## config.mk

```make
export PLATFORM = sky130hd
export DESIGN_NAME = instr_intake
export DESIGN_NICKNAME = d
export VERILOG_FILES = /design/src/rv_core_pkg.sv /design/src/instr_intake.sv
export SDC_FILE = /design/constraint.sdc
export NUM_CORES = 1
export LEC_CHECK = 0
export BUFFER_PORTS_ARGS = -buffer_cell sky130_fd_sc_hd__buf_4
export CORE_ASPECT_RATIO = 1.5
export CORE_MARGIN = 4
export CORE_UTILIZATION = 40
export DETAILED_ROUTE_END_ITERATION = 6
export GPL_ROUTABILITY_DRIVEN = 1
export PLACE_DENSITY = 0.85
export SYNTH_ARGS = -nofsm -noshare
export SYNTH_HDL_FRONTEND = slang
export SYNTH_SLANG_ARGS = --single-unit
```

## constraint.sdc

```tcl
create_clock -name clk -period 3.9 [get_ports clk]
set_input_delay 0.585 -clock clk [delete_from_list [all_inputs] [get_ports clk]]
set_output_delay 0.585 -clock clk [all_outputs]
set_load 0.03 [all_outputs]
```

## src/rv_core_pkg.sv

```systemverilog
package rv_core_pkg;

    localparam int XLEN = 64;

    typedef logic [XLEN-1:0] xlen_t;
    typedef logic [31:0]     instr_t;
    typedef logic [4:0]      reg_idx_t;

    localparam int DRAM_WORDS   = 32;
    localparam int DRAM_IDX_LSB = 3;                // doubleword aligned

    typedef logic [$clog2(DRAM_WORDS)-1:0] dram_idx_t;

    // major opcodes of the kept subset
    localparam logic [6:0] OP_REG    = 7'b0110011;
    localparam logic [6:0] OP_IMM    = 7'b0010011;
    localparam logic [6:0] OP_LUI    = 7'b0110111;
    localparam logic [6:0] OP_LOAD   = 7'b0000011;
    localparam logic [6:0] OP_STORE  = 7'b0100011;
    localparam logic [6:0] OP_SYSTEM = 7'b1110011;

    localparam logic [2:0] F3_ADD   = 3'b000;
    localparam logic [2:0] F3_SLL   = 3'b001;
    localparam logic [2:0] F3_SLT   = 3'b010;
    localparam logic [2:0] F3_SLTU  = 3'b011;
    localparam logic [2:0] F3_XOR   = 3'b100;
    localparam logic [2:0] F3_SR    = 3'b101;   // srl and sra
    localparam logic [2:0] F3_OR    = 3'b110;
    localparam logic [2:0] F3_AND   = 3'b111;
    localparam logic [2:0] F3_DWORD = 3'b011;   // ld / sd width

    localparam logic [6:0] F7_BASE = 7'b0000000;
    localparam logic [6:0] F7_ALT  = 7'b0100000; // sub, sra

    localparam instr_t EBREAK_WORD = 32'h0010_0073;

    typedef enum logic [3:0] {
        ADD, SUB, AND, OR, XOR, SLL, SRL, SRA, SLT, SLTU, PASS_B
    } alu_op_e;

    typedef enum logic [1:0] {REGFILE, FROM_MEM, FROM_WB} src_sel_e;

    typedef enum logic [1:0] {IDLE, FULL, ACKED} intake_state_e;

    typedef struct packed {
        reg_idx_t rs1;
        reg_idx_t rs2;
        reg_idx_t rd;
        xlen_t    imm;
        logic     use_imm;
        alu_op_e  alu_op;
        logic     is_load;
        logic     is_store;
        logic     reg_we;
        logic     is_ebreak;
    } decoded_t;

    typedef struct packed {
        reg_idx_t rd;
        xlen_t    result;
        xlen_t    store_data;
        logic     is_load;
        logic     is_store;
        logic     reg_we;
        logic     is_ebreak;
    } ex_mem_t;

    typedef struct packed {
        reg_idx_t rd;
        xlen_t    data;
        logic     reg_we;
        logic     is_ebreak;
    } mem_wb_t;

    typedef struct packed {
        reg_idx_t rd;
        xlen_t    data;
    } retire_t;

endpackage

```

## src/instr_intake.sv

```systemverilog
`timescale 1ns/1ps

module instr_intake import rv_core_pkg::*; (
    input  logic   clk,
    input  logic   rst_n_i,
    input  logic   req_i,
    input  instr_t instr_i,
    output logic   ack_o,
    input  logic   halt_i,
    input  logic   advance_i,
    output logic   slot_valid_o,
    output instr_t slot_instr_o
);

    intake_state_e state_q;
    instr_t        slot_q;

    always_ff @(posedge clk) begin
        if (!rst_n_i) begin
            state_q <= IDLE;
        end else begin
            case (state_q)
                IDLE:    if (req_i && !halt_i) state_q <= FULL;
                FULL:    if (advance_i) state_q <= ACKED;   // decode took the slot
                ACKED:   if (!req_i) state_q <= IDLE;
                default: state_q <= IDLE;
            endcase
        end
    end

    always_ff @(posedge clk) begin
        if (state_q == IDLE && req_i) begin
            slot_q <= instr_i;                  // req keeps instr stable
        end
    end

    assign slot_valid_o = (state_q == FULL);
    assign slot_instr_o = slot_q;

    // ack goes up in the cycle decode hands the slot on, then holds until req drops
    assign ack_o = (state_q == ACKED) || (state_q == FULL && advance_i);

endmodule

```

==> key figures, run 1 <==
Setup path
  – Worst-path fanout max: 21
  – Worst EP required: 3.91 ns
  – Worst Setup End Kind: flip-flop
  – Setup CP Type: reg2reg
  – Critical path launch point type: flip-flop
  – Arrival time worst endpoint: 1.83 ns

Outcome
  – Outcome: finished, final reports clean

STA
  – Hold Vio Cnt, Final: 0
  – Slew HR: 42.7%
  – # setup viols final: 0
  – Max Clock Freq: 548 MHz
  – Worst slew pin tran: 0.856 ns
  – Worst Clk Skew: 0.0142 ns
  – RSZ-0062 raised after global routing: no
  – Pins Over Slew Limit: 0
  – Final worst-path cycle share: 46.8%
  – Setup TNS: 0 ns
  – Min Tclk post-route: 1.82 ns

Finish
  – Share of cells above drive strength 1: 63.4%
  – Nets@finish: 159
  – Final core utilization: 68.0%
  – Antenna cells: 0
  – Area Growth Syn to Fin: 59.2%

Routing
  – DRT antenna net count: 0
  – Wirelength per Cell: 15.6 um
  – Via density: 4.40
  – Drt drc: 0
  – Post-Route WL: 2490 um
  – Iteration count of the initial detailed-routing pass: 4
  – Drt initial violations: 23
  – Via count: 700

Die
  – Initial core utilization: 42.7%
  – Die Y: 71.3 um
  – IO Count: 71
  – Row count: 22
  – Chip Width: 50.2 um
  – Die footprint: 0.00358 mm^2
  – Core Region: 0.00250 mm^2

Clocking
  – CTS resizes: 0
  – Root Driver: clkbuf_4
  – CTS tree: done
  – # hold bufs at CTS: 0
  – Clock Tree Buf Depth: 2
  – Worst skew pair latency: 0.33 ns
  – Post-CTS setup buffer count: 0
  – CTS sink count: 34
  – TritonCTS buffer count: 5
  – H-tree levels: 2
  – Clk pin slew, worst setup/hold paths: 0.10 ns

Placement
  – DPL Wire Length: 2010 um
  – Port Buf Inserts: 70
  – Gp weighted congestion: 0.687

Global routing
  – Vias in the first global route: 794
  – GRT overflow: 0
  – Initial antenna violation count: 0
  – Total track usage: 15.0%
  – Largest net degree at the start of global routing: 22
  – First-pass GRT wire length: 3750 um

Logic synthesis
  – Cell variety after synth: 9
  – Post-Synthesis Cells: 44
  – Post-synth net total: 81
  – Yosys reg bits: 34
  – Mapped Avg Cell Area: 24.3 um^2
  – Ys Warns: 0
  – Post-synthesis sequential area ratio: 93.6%
  – Post-Syn Area: 0.00107 mm^2

Hold path
  – Hold Crit Class: in2reg

Job
  – Max-Cap Viols: 0

Power
  – Pwr dens: 431 mW/mm^2
  – Leak: 0.731 nW
  – Max VDD drop: 0.280 mV
critical path, cell delays in order (launching register included):
cell     delay [ns]
dfxtp_1        0.38
nor3b_2        0.72
buf_4          0.41
stage by stage:
step | std cells | hold slack, ns | total power, W | setup WS, ns | cell area, um^2
finish | 159 | 0.423 | 0.000734 | 2.08 | 1700
global route | 159 | 0.387 | 0.000765 | 1.95 | 1700
CTS | 159 | 0.410 | 0.000739 | 2.08 | 1700
floorplan | 44 | 0.496 | 0.000502 | 0.477 | 1070
detailed placement | 151 | 0.564 | 0.000569 | 1.77 | 1650
global placement | 151 | 0.515 | 0.000564 | 1.86 | 1650
layer usage:
layer / vias to the layer above / GRT usage (%) / wire [um]
li1: 328 / - / -
met1: 322 / 12.9 / 745
met2: 45 / 26.2 / 1410
met3: 5 / 9.15 / 283
met4: 0 / 7.38 / 44
met5: - / 0 / 0
cell families after synthesis:
family | synth area share (%)
AND/OR/NAND/NOR | 3.98
AO/OA/AOI/OAI | 2.11
buffers and inverters | 0.351
flip-flops | 93.6
path summary, 6_finish.rpt:
| check | to | startpoint | slack, ns | depth (start not counted) |
|---|---|---|---|---|
| min reg2reg | state_q[1] | state_q[1] | 0.58 | 2 |
| min | slot_instr_o[12] | instr_i[12] | 0.42 | 1 |
| max reg2reg | slot_instr_o[19] | state_q[0] | 2.08 | 2 |
| max | slot_instr_o[19] | state_q[0] | 2.08 | 2 |
registers in the layout (all words and copies together) (netlist names):
name / cells
slot_instr_o: 32
state_q: 2
cell type report:
class | count | area [um^2]
Clock buffer | 6 | 41.3
Clock inverter | 2 | 8.76
Fill cell | 177 | 802
Inverter | 1 | 3.75
Multi-Input combinational cell | 9 | 70.1
Sequential cell | 34 | 1000
Tap cell | 36 | 45.0
Timing Repair Buffer | 71 | 533
power breakdown:
part           total (W)  switching [W]  internal (W)
registers       0.000435     0.00000739      0.000427
logic           0.000124      0.0000714     0.0000530
clock network   0.000175       0.000107     0.0000676
total           0.000734       0.000186      0.000548
cells in the final DEF (no fill, tap or decap), drive strengths merged:
master	count
a21boi	1
buf	71
clkbuf	6
clkinv	2
dfxtp	2
edfxtp	32
inv	1
nand3b	2
nor2b	2
nor3b	2
o211a	1
o21ai	1
synthesized netlist by cell type:
master    count  area, um^2
edfxtp_1     32         961
dfxtp_1       2        40.0
nand3b_1      2        15.0
nor2b_1       2        12.5
nor3b_1       2        15.0
a21boi_1      1        7.51
inv_1         1        3.75
o211a_1       1        10.0
o21ai_0       1        5.00
Power figures use the tool's default switching activity.
==> inputs of run 2 (changes only) <==
Settings changed: ABC_AREA set to 1.
Clock period 3.9 ns to 1.9 ns, I/O delays scaled along.
==> run 2 against run 1 <==
Core utilization grew 1.8 points. Synthesized cell count up 14%. Critical path depth increased by 1. Register-to-register slack worse by 1.4 ns. Die area unchanged. Critical endpoint is now ack_o. Largest cell class unchanged.
==> key figures, run 2 <==
Logic synthesis
  – Top cell type's share of synthesized area: 89.8% (unchanged)
  – Synth top area cells: edfxtp_1, dfxtp_1, inv_1, nand3_1, nor2_1
  – Yosys reg bits: 34 (unchanged)
  – Ys Warns: 0 (unchanged)
  – Post-synth net total: 87 (+7.4%)
  – Synth top cells by count: edfxtp_1, inv_1, nand3_1, nor2_1
  – Asr flop ratio synth: 0% (unchanged)
  – Post-Syn Area: 0.00107 mm^2 (unchanged)
  – Cell variety after synth: 9 (unchanged)
  – Cell taking the most area after synthesis: edfxtp_1
  – Post-synth EDFFs: 32 (unchanged)
  – Dominant synthesized flop cell: edfxtp_1
  – Count leader, synth: edfxtp_1
  – Post-Synthesis Cells: 50 (+14%)
  – Mapped Avg Cell Area: 21.4 um^2 (-12%)
  – Post-synthesis sequential area ratio: 93.6% (unchanged)

Placement
  – Gp weighted congestion: 0.667 (-2.9%)
  – DP Cell Count: 158 (+4.6%)
  – Dpl cell area: 0.00167 mm^2 (+0.83%)
  – Port Buf Inserts: 70 (unchanged)
  – Placement Setup Slack: 0.688 ns (-1.09 ns)
  – DPL Wire Length: 1830 um (-8.5%)

Clocking
  – Worst skew pair latency: 0.34 ns (about the same)
  – Root Driver: clkbuf_4
  – TritonCTS buffer count: 5 (unchanged)
  – CTS sink count: 34 (unchanged)
  – # hold bufs at CTS: 0 (unchanged)
  – Clk pin slew, worst setup/hold paths: 0.11 ns (about the same)
  – CTS tree: done
  – Clock Tree Buf Depth: 2 (unchanged)
  – CTS resizes: 0 (unchanged)
  – Post-CTS setup buffer count: 0 (unchanged)
  – H-tree levels: 2 (unchanged)

Finish
  – Nets@finish: 166 (+4.4%)
  – Share of cells above drive strength 1: 62.3% (-1.1 points)
  – Max reg flops: 32 (unchanged)
  – Final std cells w/o fill: 166 (+4.4%)
  – Commonest non-fill, non-tap cells in the layout: buf_4, edfxtp_1, inv_1, clkbuf_4
  – Commonest non-fill, non-tap cell in the layout: buf_4
  – Fin area: 0.00175 mm^2 (+2.7%)
  – Fillers: 170 (-4.0%)
  – Antenna cells: 0 (unchanged)
  – Final core utilization: 69.8% (+1.8 points)
  – Area Growth Syn to Fin: 63.5%

Die
  – Die Y: 71.3 um (unchanged)
  – IO Count: 71 (unchanged)
  – Core Region: 0.00250 mm^2 (unchanged)
  – Die footprint: 0.00358 mm^2 (unchanged)
  – Row count: 22 (unchanged)
  – Chip Width: 50.2 um (unchanged)
  – Initial core utilization: 42.7% (unchanged)

Routing
  – Drt drc: 0 (unchanged)
  – Met2 WL: 1260 um (-11%)
  – Post-Route WL: 2230 um (-10%)
  – Max Used Layer: met4
  – Iteration count of the initial detailed-routing pass: 2 (-2)
  – Via density: 4.33 (-1.8%)
  – Via count: 718 (+2.6%)
  – DRT antenna net count: 0 (unchanged)
  – Met3 Wirelength: 293 um (+3.5%)
  – Met1 WL: 637 um (-14%)
  – Drt initial violations: 13 (-43%)
  – Wirelength per Cell: 13.4 um (-14%)

Global routing
  – Initial antenna violation count: 0 (unchanged)
  – GRT overflow: 0 (unchanged)
  – Largest net degree at the start of global routing: 23 (+4.5%)
  – First-pass GRT wire length: 3550 um (-5.3%)
  – Total track usage: 13.9% (-1.1 points)
  – Vias in the first global route: 790 (-0.50%)

Power
  – Net Sw Frac: 24.2% (-1.1 points)
  – Cell Int Power: 0.00126 W (+130%)
  – Gate power share: 15.4% (-1.5 points)
  – Pwr dens: 953 mW/mm^2 (+120%)
  – Net Sw Power: 0.000404 W (+120%)
  – Clock power share: 31.1% (+7.3 points)
  – Leak: 0.747 nW (+2.3%)
  – Max VDD drop: 0.646 mV (+130%)
  – Seq pwr share: 53.5% (-5.7 points)

Setup path
  – Crit-path slowest cell: dfxtp_1
  – Worst-path fanout max: 5 (-76%)
  – Buffer and inverter count on the worst path: 2 (+1)
  – Setup CP Type: reg2out
  – Worst EP required: 1.62 ns (-2.29 ns)
  – CP max stage delay: 0.46 ns (-0.26 ns)
  – Worst Setup End Kind: output port
  – Critical-path cell list: inv_1 > o21ai_0 > buf_4
  – Arrival time worst endpoint: 1.31 ns (-0.52 ns)
  – Delay-heaviest family, CP: flip-flops
  – Critical path launch point type: flip-flop

STA
  – Setup TNS: 0 ns (unchanged)
  – Final worst slack: 0.304 ns (-1.77 ns)
  – Slew HR: 82.1% (+39 points)
  – Worst Clk Skew: 0.0142 ns (-0.00000180 ns)
  – # setup viols final: 0 (unchanged)
  – Final worst-path cycle share: 84.0%
  – Min Tclk post-route: 1.60 ns
  – Pins Over Slew Limit: 0 (unchanged)
  – RSZ-0062 raised after global routing: no
  – Hold Vio Cnt, Final: 0 (unchanged)
  – Max Clock Freq: 626 MHz
  – Worst slew pin tran: 0.267 ns (-0.588 ns)

Outcome
  – Outcome: finished, final reports clean

Hold path
  – Hold Crit Class: in2reg

Job
  – Max-Cap Viols: 0 (unchanged)
-- run 2: cell types whose count changed after synthesis, sizes merged, moves of 2 or more --
| cell | delta |
|---|---|
| nand3 | +3 |
| nor3b | -2 |
| inv | +4 |
| a21oi | +2 |
| nor2 | +3 |
| nor2b | -2 |
| nand3b | -2 |
-- run 2: power groups by stage --
| stage | Clock (W) | Combinational [W] | Sequential [W] |
|---|---|---|---|
| 2_1_floorplan | 0 | 0.0000295 | 0.00100 |
| 3_3_place_gp | 0 | 0.000254 | 0.000907 |
| 3_5_place_dp | 0 | 0.000260 | 0.000910 |
| 4_1_cts | 0.000540 | 0.000260 | 0.000892 |
| 5_1_grt | 0.000570 | 0.000272 | 0.000896 |
| 6_report | 0.000518 | 0.000257 | 0.000892 |
-- run 2: cell families after synthesis --
logic type             after synthesis  share of synthesized area (%)
buffers and inverters                5                           1.75
AO/OA/AOI/OAI                        3                           1.40
AND/OR/NAND/NOR                      8                           3.27
flip-flops                          34                           93.6
-- run 2: path summary, 6_finish.rpt --
path                 endpoint  cells past startpoint   startpoint  slack [ns]
min reg2reg        state_q[1]                      2   state_q[1]        0.58
max                     ack_o                      3   state_q[1]        0.30
min          slot_instr_o[26]                      1  instr_i[26]        0.11
max reg2reg   slot_instr_o[1]                      2   state_q[1]        0.68
-- run 2: worst register-to-register path, cell delays in order, from the launching register on --
cell     delay (ns)
dfxtp_1        0.39
nor3_4         0.21
buf_4          0.30
-- run 2: cell type report --
cell class                 instances  area [um^2]  area share, %
clock buffer                       5         37.5           2.15
clock inverter                     3         45.0           2.58
inverter                           5         18.8           1.07
multi-input combinational         11         61.3           3.51
sequential                        34         1000           57.2
tap                               36         45.0           2.58
timing repair buffer              72          541           30.9
-- run 2: metrics by stage --
| step | power, W | hold slack (ns) |
|---|---|---|
| 6_report | 0.00167 | 0.112 |
| 5_1_grt | 0.00174 | 0.0723 |
| 4_1_cts | 0.00169 | 0.0877 |
| 3_5_place_dp | 0.00117 | 0.465 |
| 3_3_place_gp | 0.00116 | 0.463 |
| 2_1_floorplan | 0.00103 | 0.384 |
-- run 2: layer usage --
| layer | vias to the layer above | global-route usage [%] |
|---|---|---|
| met5 | - | 0 |
| met4 | 0 | 7.38 |
| met3 | 4 | 8.11 |
| met2 | 48 | 24.9 |
| met1 | 323 | 11.5 |
| li1 | 343 | - |
==> inputs of run 3 (changes only) <==
Clock period 1.9 ns to 1.5 ns, I/O delays scaled along.
==> run 3 against run 2 <==
Clock skew down 0.0037 ns. Flip-flop and latch count did not move. Sequential power up 27%.
==> key figures, run 3 (synthesis results as in run 2) <==
Clocking
  – CTS sink count: 34 (unchanged)
  – H-tree levels: 2 (unchanged)
  – Root Driver: clkbuf_4
  – # hold bufs at CTS: 0 (unchanged)
  – Clock Tree Buf Depth: 2 (unchanged)
  – TritonCTS buffer count: 5 (unchanged)
  – CTS tree: done
  – Worst skew pair latency: 0.32 ns (-0.02 ns)
  – Clk pin slew, worst setup/hold paths: 0.09 ns (-0.02 ns)

Routing
  – Post-Route WL: 2070 um (-7.1%)
  – Via count: 692 (-3.6%)
  – Drt drc: 0 (unchanged)
  – Iteration count of the initial detailed-routing pass: 2 (unchanged)
  – Wirelength per Cell: 12.5 um (-7.1%)
  – DRT antenna net count: 0 (unchanged)
  – Via density: 4.17 (-3.6%)
  – Drt initial violations: 12 (-1)

Setup path
  – Worst-path fanout max: 5 (unchanged)
  – Worst r2r path cells: 2 (unchanged)
  – Worst Setup End Kind: output port
  – CP max stage delay: 0.36 ns (-0.10 ns)
  – Critical path launch point type: flip-flop
  – Setup CP Type: reg2out
  – Crit-path slowest cell: dfxtp_2
  – Arrival time worst endpoint: 1.14 ns (-0.17 ns)
  – Worst EP required: 1.27 ns (-0.35 ns)
  – Critical-path cell list: inv_1 > nand3_1 > o21ai_1 > buf_4

Global routing
  – Initial antenna violation count: 0 (unchanged)
  – Largest net degree at the start of global routing: 26 (+13%)
  – First-pass GRT wire length: 3370 um (-5.0%)
  – GRT overflow: 0 (unchanged)
  – Total track usage: 13.1% (-0.80 points)
  – Vias in the first global route: 717 (-9.2%)

STA
  – Final worst-path cycle share: 91.0%
  – Final worst slack: 0.135 ns (-0.169 ns)
  – Setup TNS: 0 ns (unchanged)
  – Worst slew pin tran: 0.194 ns (-0.0733 ns)
  – Slew HR: 87.0% (+4.9 points)
  – Worst Clk Skew: 0.0105 ns (-0.00372 ns)
  – Min Tclk post-route: 1.36 ns
  – RSZ-0062 raised after global routing: no
  – Max Clock Freq: 733 MHz
  – Hold Vio Cnt, Final: 0 (unchanged)
  – # setup viols final: 0 (unchanged)
  – Pins Over Slew Limit: 0 (unchanged)

Die
  – Chip Width: 50.2 um (unchanged)
  – Initial core utilization: 42.7% (unchanged)
  – Row count: 22 (unchanged)
  – Die Y: 71.3 um (unchanged)
  – Core Region: 0.00250 mm^2 (unchanged)
  – IO Count: 71 (unchanged)
  – Die footprint: 0.00358 mm^2 (unchanged)

Placement
  – Port Buf Inserts: 70 (unchanged)
  – Placement Setup Slack: 0.372 ns (-0.316 ns)
  – DP Cell Count: 158 (unchanged)
  – Gp weighted congestion: 0.668 (+0.19%)
  – DPL Wire Length: 1710 um (-6.6%)

Finish
  – Share of cells above drive strength 1: 61.5% (-0.77 points)
  – Max reg flops: 32 (unchanged)
  – Commonest non-fill, non-tap cells in the layout: buf_4, edfxtp_1, inv_1, clkbuf_4
  – Fillers: 157 (-7.6%)
  – Nets@finish: 166 (unchanged)
  – Commonest non-fill, non-tap cell in the layout: buf_4
  – Antenna cells: 0 (unchanged)
  – Area Growth Syn to Fin: 61.8%
  – Final core utilization: 69.1% (-0.75 points)
  – Final std cells w/o fill: 166 (unchanged)

Power
  – Net Sw Frac: 24.0% (-0.25 points)
  – Gate power share: 17.4% (+2.0 points)
  – Seq pwr share: 59.5% (+6.0 points)
  – Total power: 0.00190 W (+14%)
  – Pwr dens: 1100 mW/mm^2 (+15%)
  – Net Sw Power: 0.000455 W (+13%)
  – Leak: 0.742 nW (-0.71%)
  – Clock power share: 23.1% (-8.0 points)
  – Cell Int Power: 0.00144 W (+14%)
  – Max VDD drop: 0.783 mV (+21%)

Hold path
  – Hold depth: 1 (unchanged)
  – Hold Crit Class: in2reg

Job
  – Max-Cap Viols: 0 (unchanged)

Outcome
  – Outcome: finished, final reports clean
-- run 3: changes by cell type in the layout (fill, tap and decap cells not counted), sizes merged --
cell / change
clkinvlp: -2
bufinv: -1
clkbuf: +3
-- run 3: worst paths after layout --
check               from          endpoint  slack (ns)
max           state_q[1]             ack_o        0.14
min reg2reg   state_q[0]        state_q[0]        0.54
max reg2reg   state_q[0]  slot_instr_o[22]        0.43
min          instr_i[24]  slot_instr_o[24]        0.08
-- run 3: layout make-up --
class                      count  area [um^2]  share of cell area (%)
timing repair buffer          72          553                    32.0
sequential                    34         1000                    58.0
clock buffer                   8         48.8                    2.82
multi-input combinational     11         61.3                    3.54
tap                           36         45.0                    2.60
inverter                       5         18.8                    1.08
-- run 3: metal layers --
layer	wire [um]	vias to the layer above	part of all wire, %	GRT usage [%]
li1	-	343	-	-
met3	275	3	13	6.03
met1	585	299	28	11.3
met4	35	0	1.7	7.38
met2	1180	47	57	23.8
met5	0	-	0	0
-- run 3: critical path: cells and delay by family, from the launching register on --
family | cells | cell delay (ns)
AO/OA/AOI/OAI | 1 | 0.10
buffers and inverters | 2 | 0.28
flip-flops | 1 | 0.36
AND/OR/NAND/NOR | 1 | 0.10
-- run 3: repair_timing --
item                       CTS  global route
setup endpoints to repair    0             1
buffers inserted             0             0
gates resized for setup      0             2
-- run 3: through the flow --
step	hold slack, ns	area [um^2]
6_report	0.0757	1730
5_1_grt	0.0465	1730
4_1_cts	0.0541	1730
3_5_place_dp	0.404	1680
3_3_place_gp	0.404	1680
2_1_floorplan	0.324	1080
-- run 3: power groups by stage --
stage | registers, W | clock network, W | logic, W
finish | 0.00113 | 0.000438 | 0.000331
global route | 0.00114 | 0.000504 | 0.000351
CTS | 0.00113 | 0.000457 | 0.000335
detailed placement | 0.00115 | 0 | 0.000335
global placement | 0.00115 | 0 | 0.000329
floorplan | 0.00127 | 0 | 0.0000380
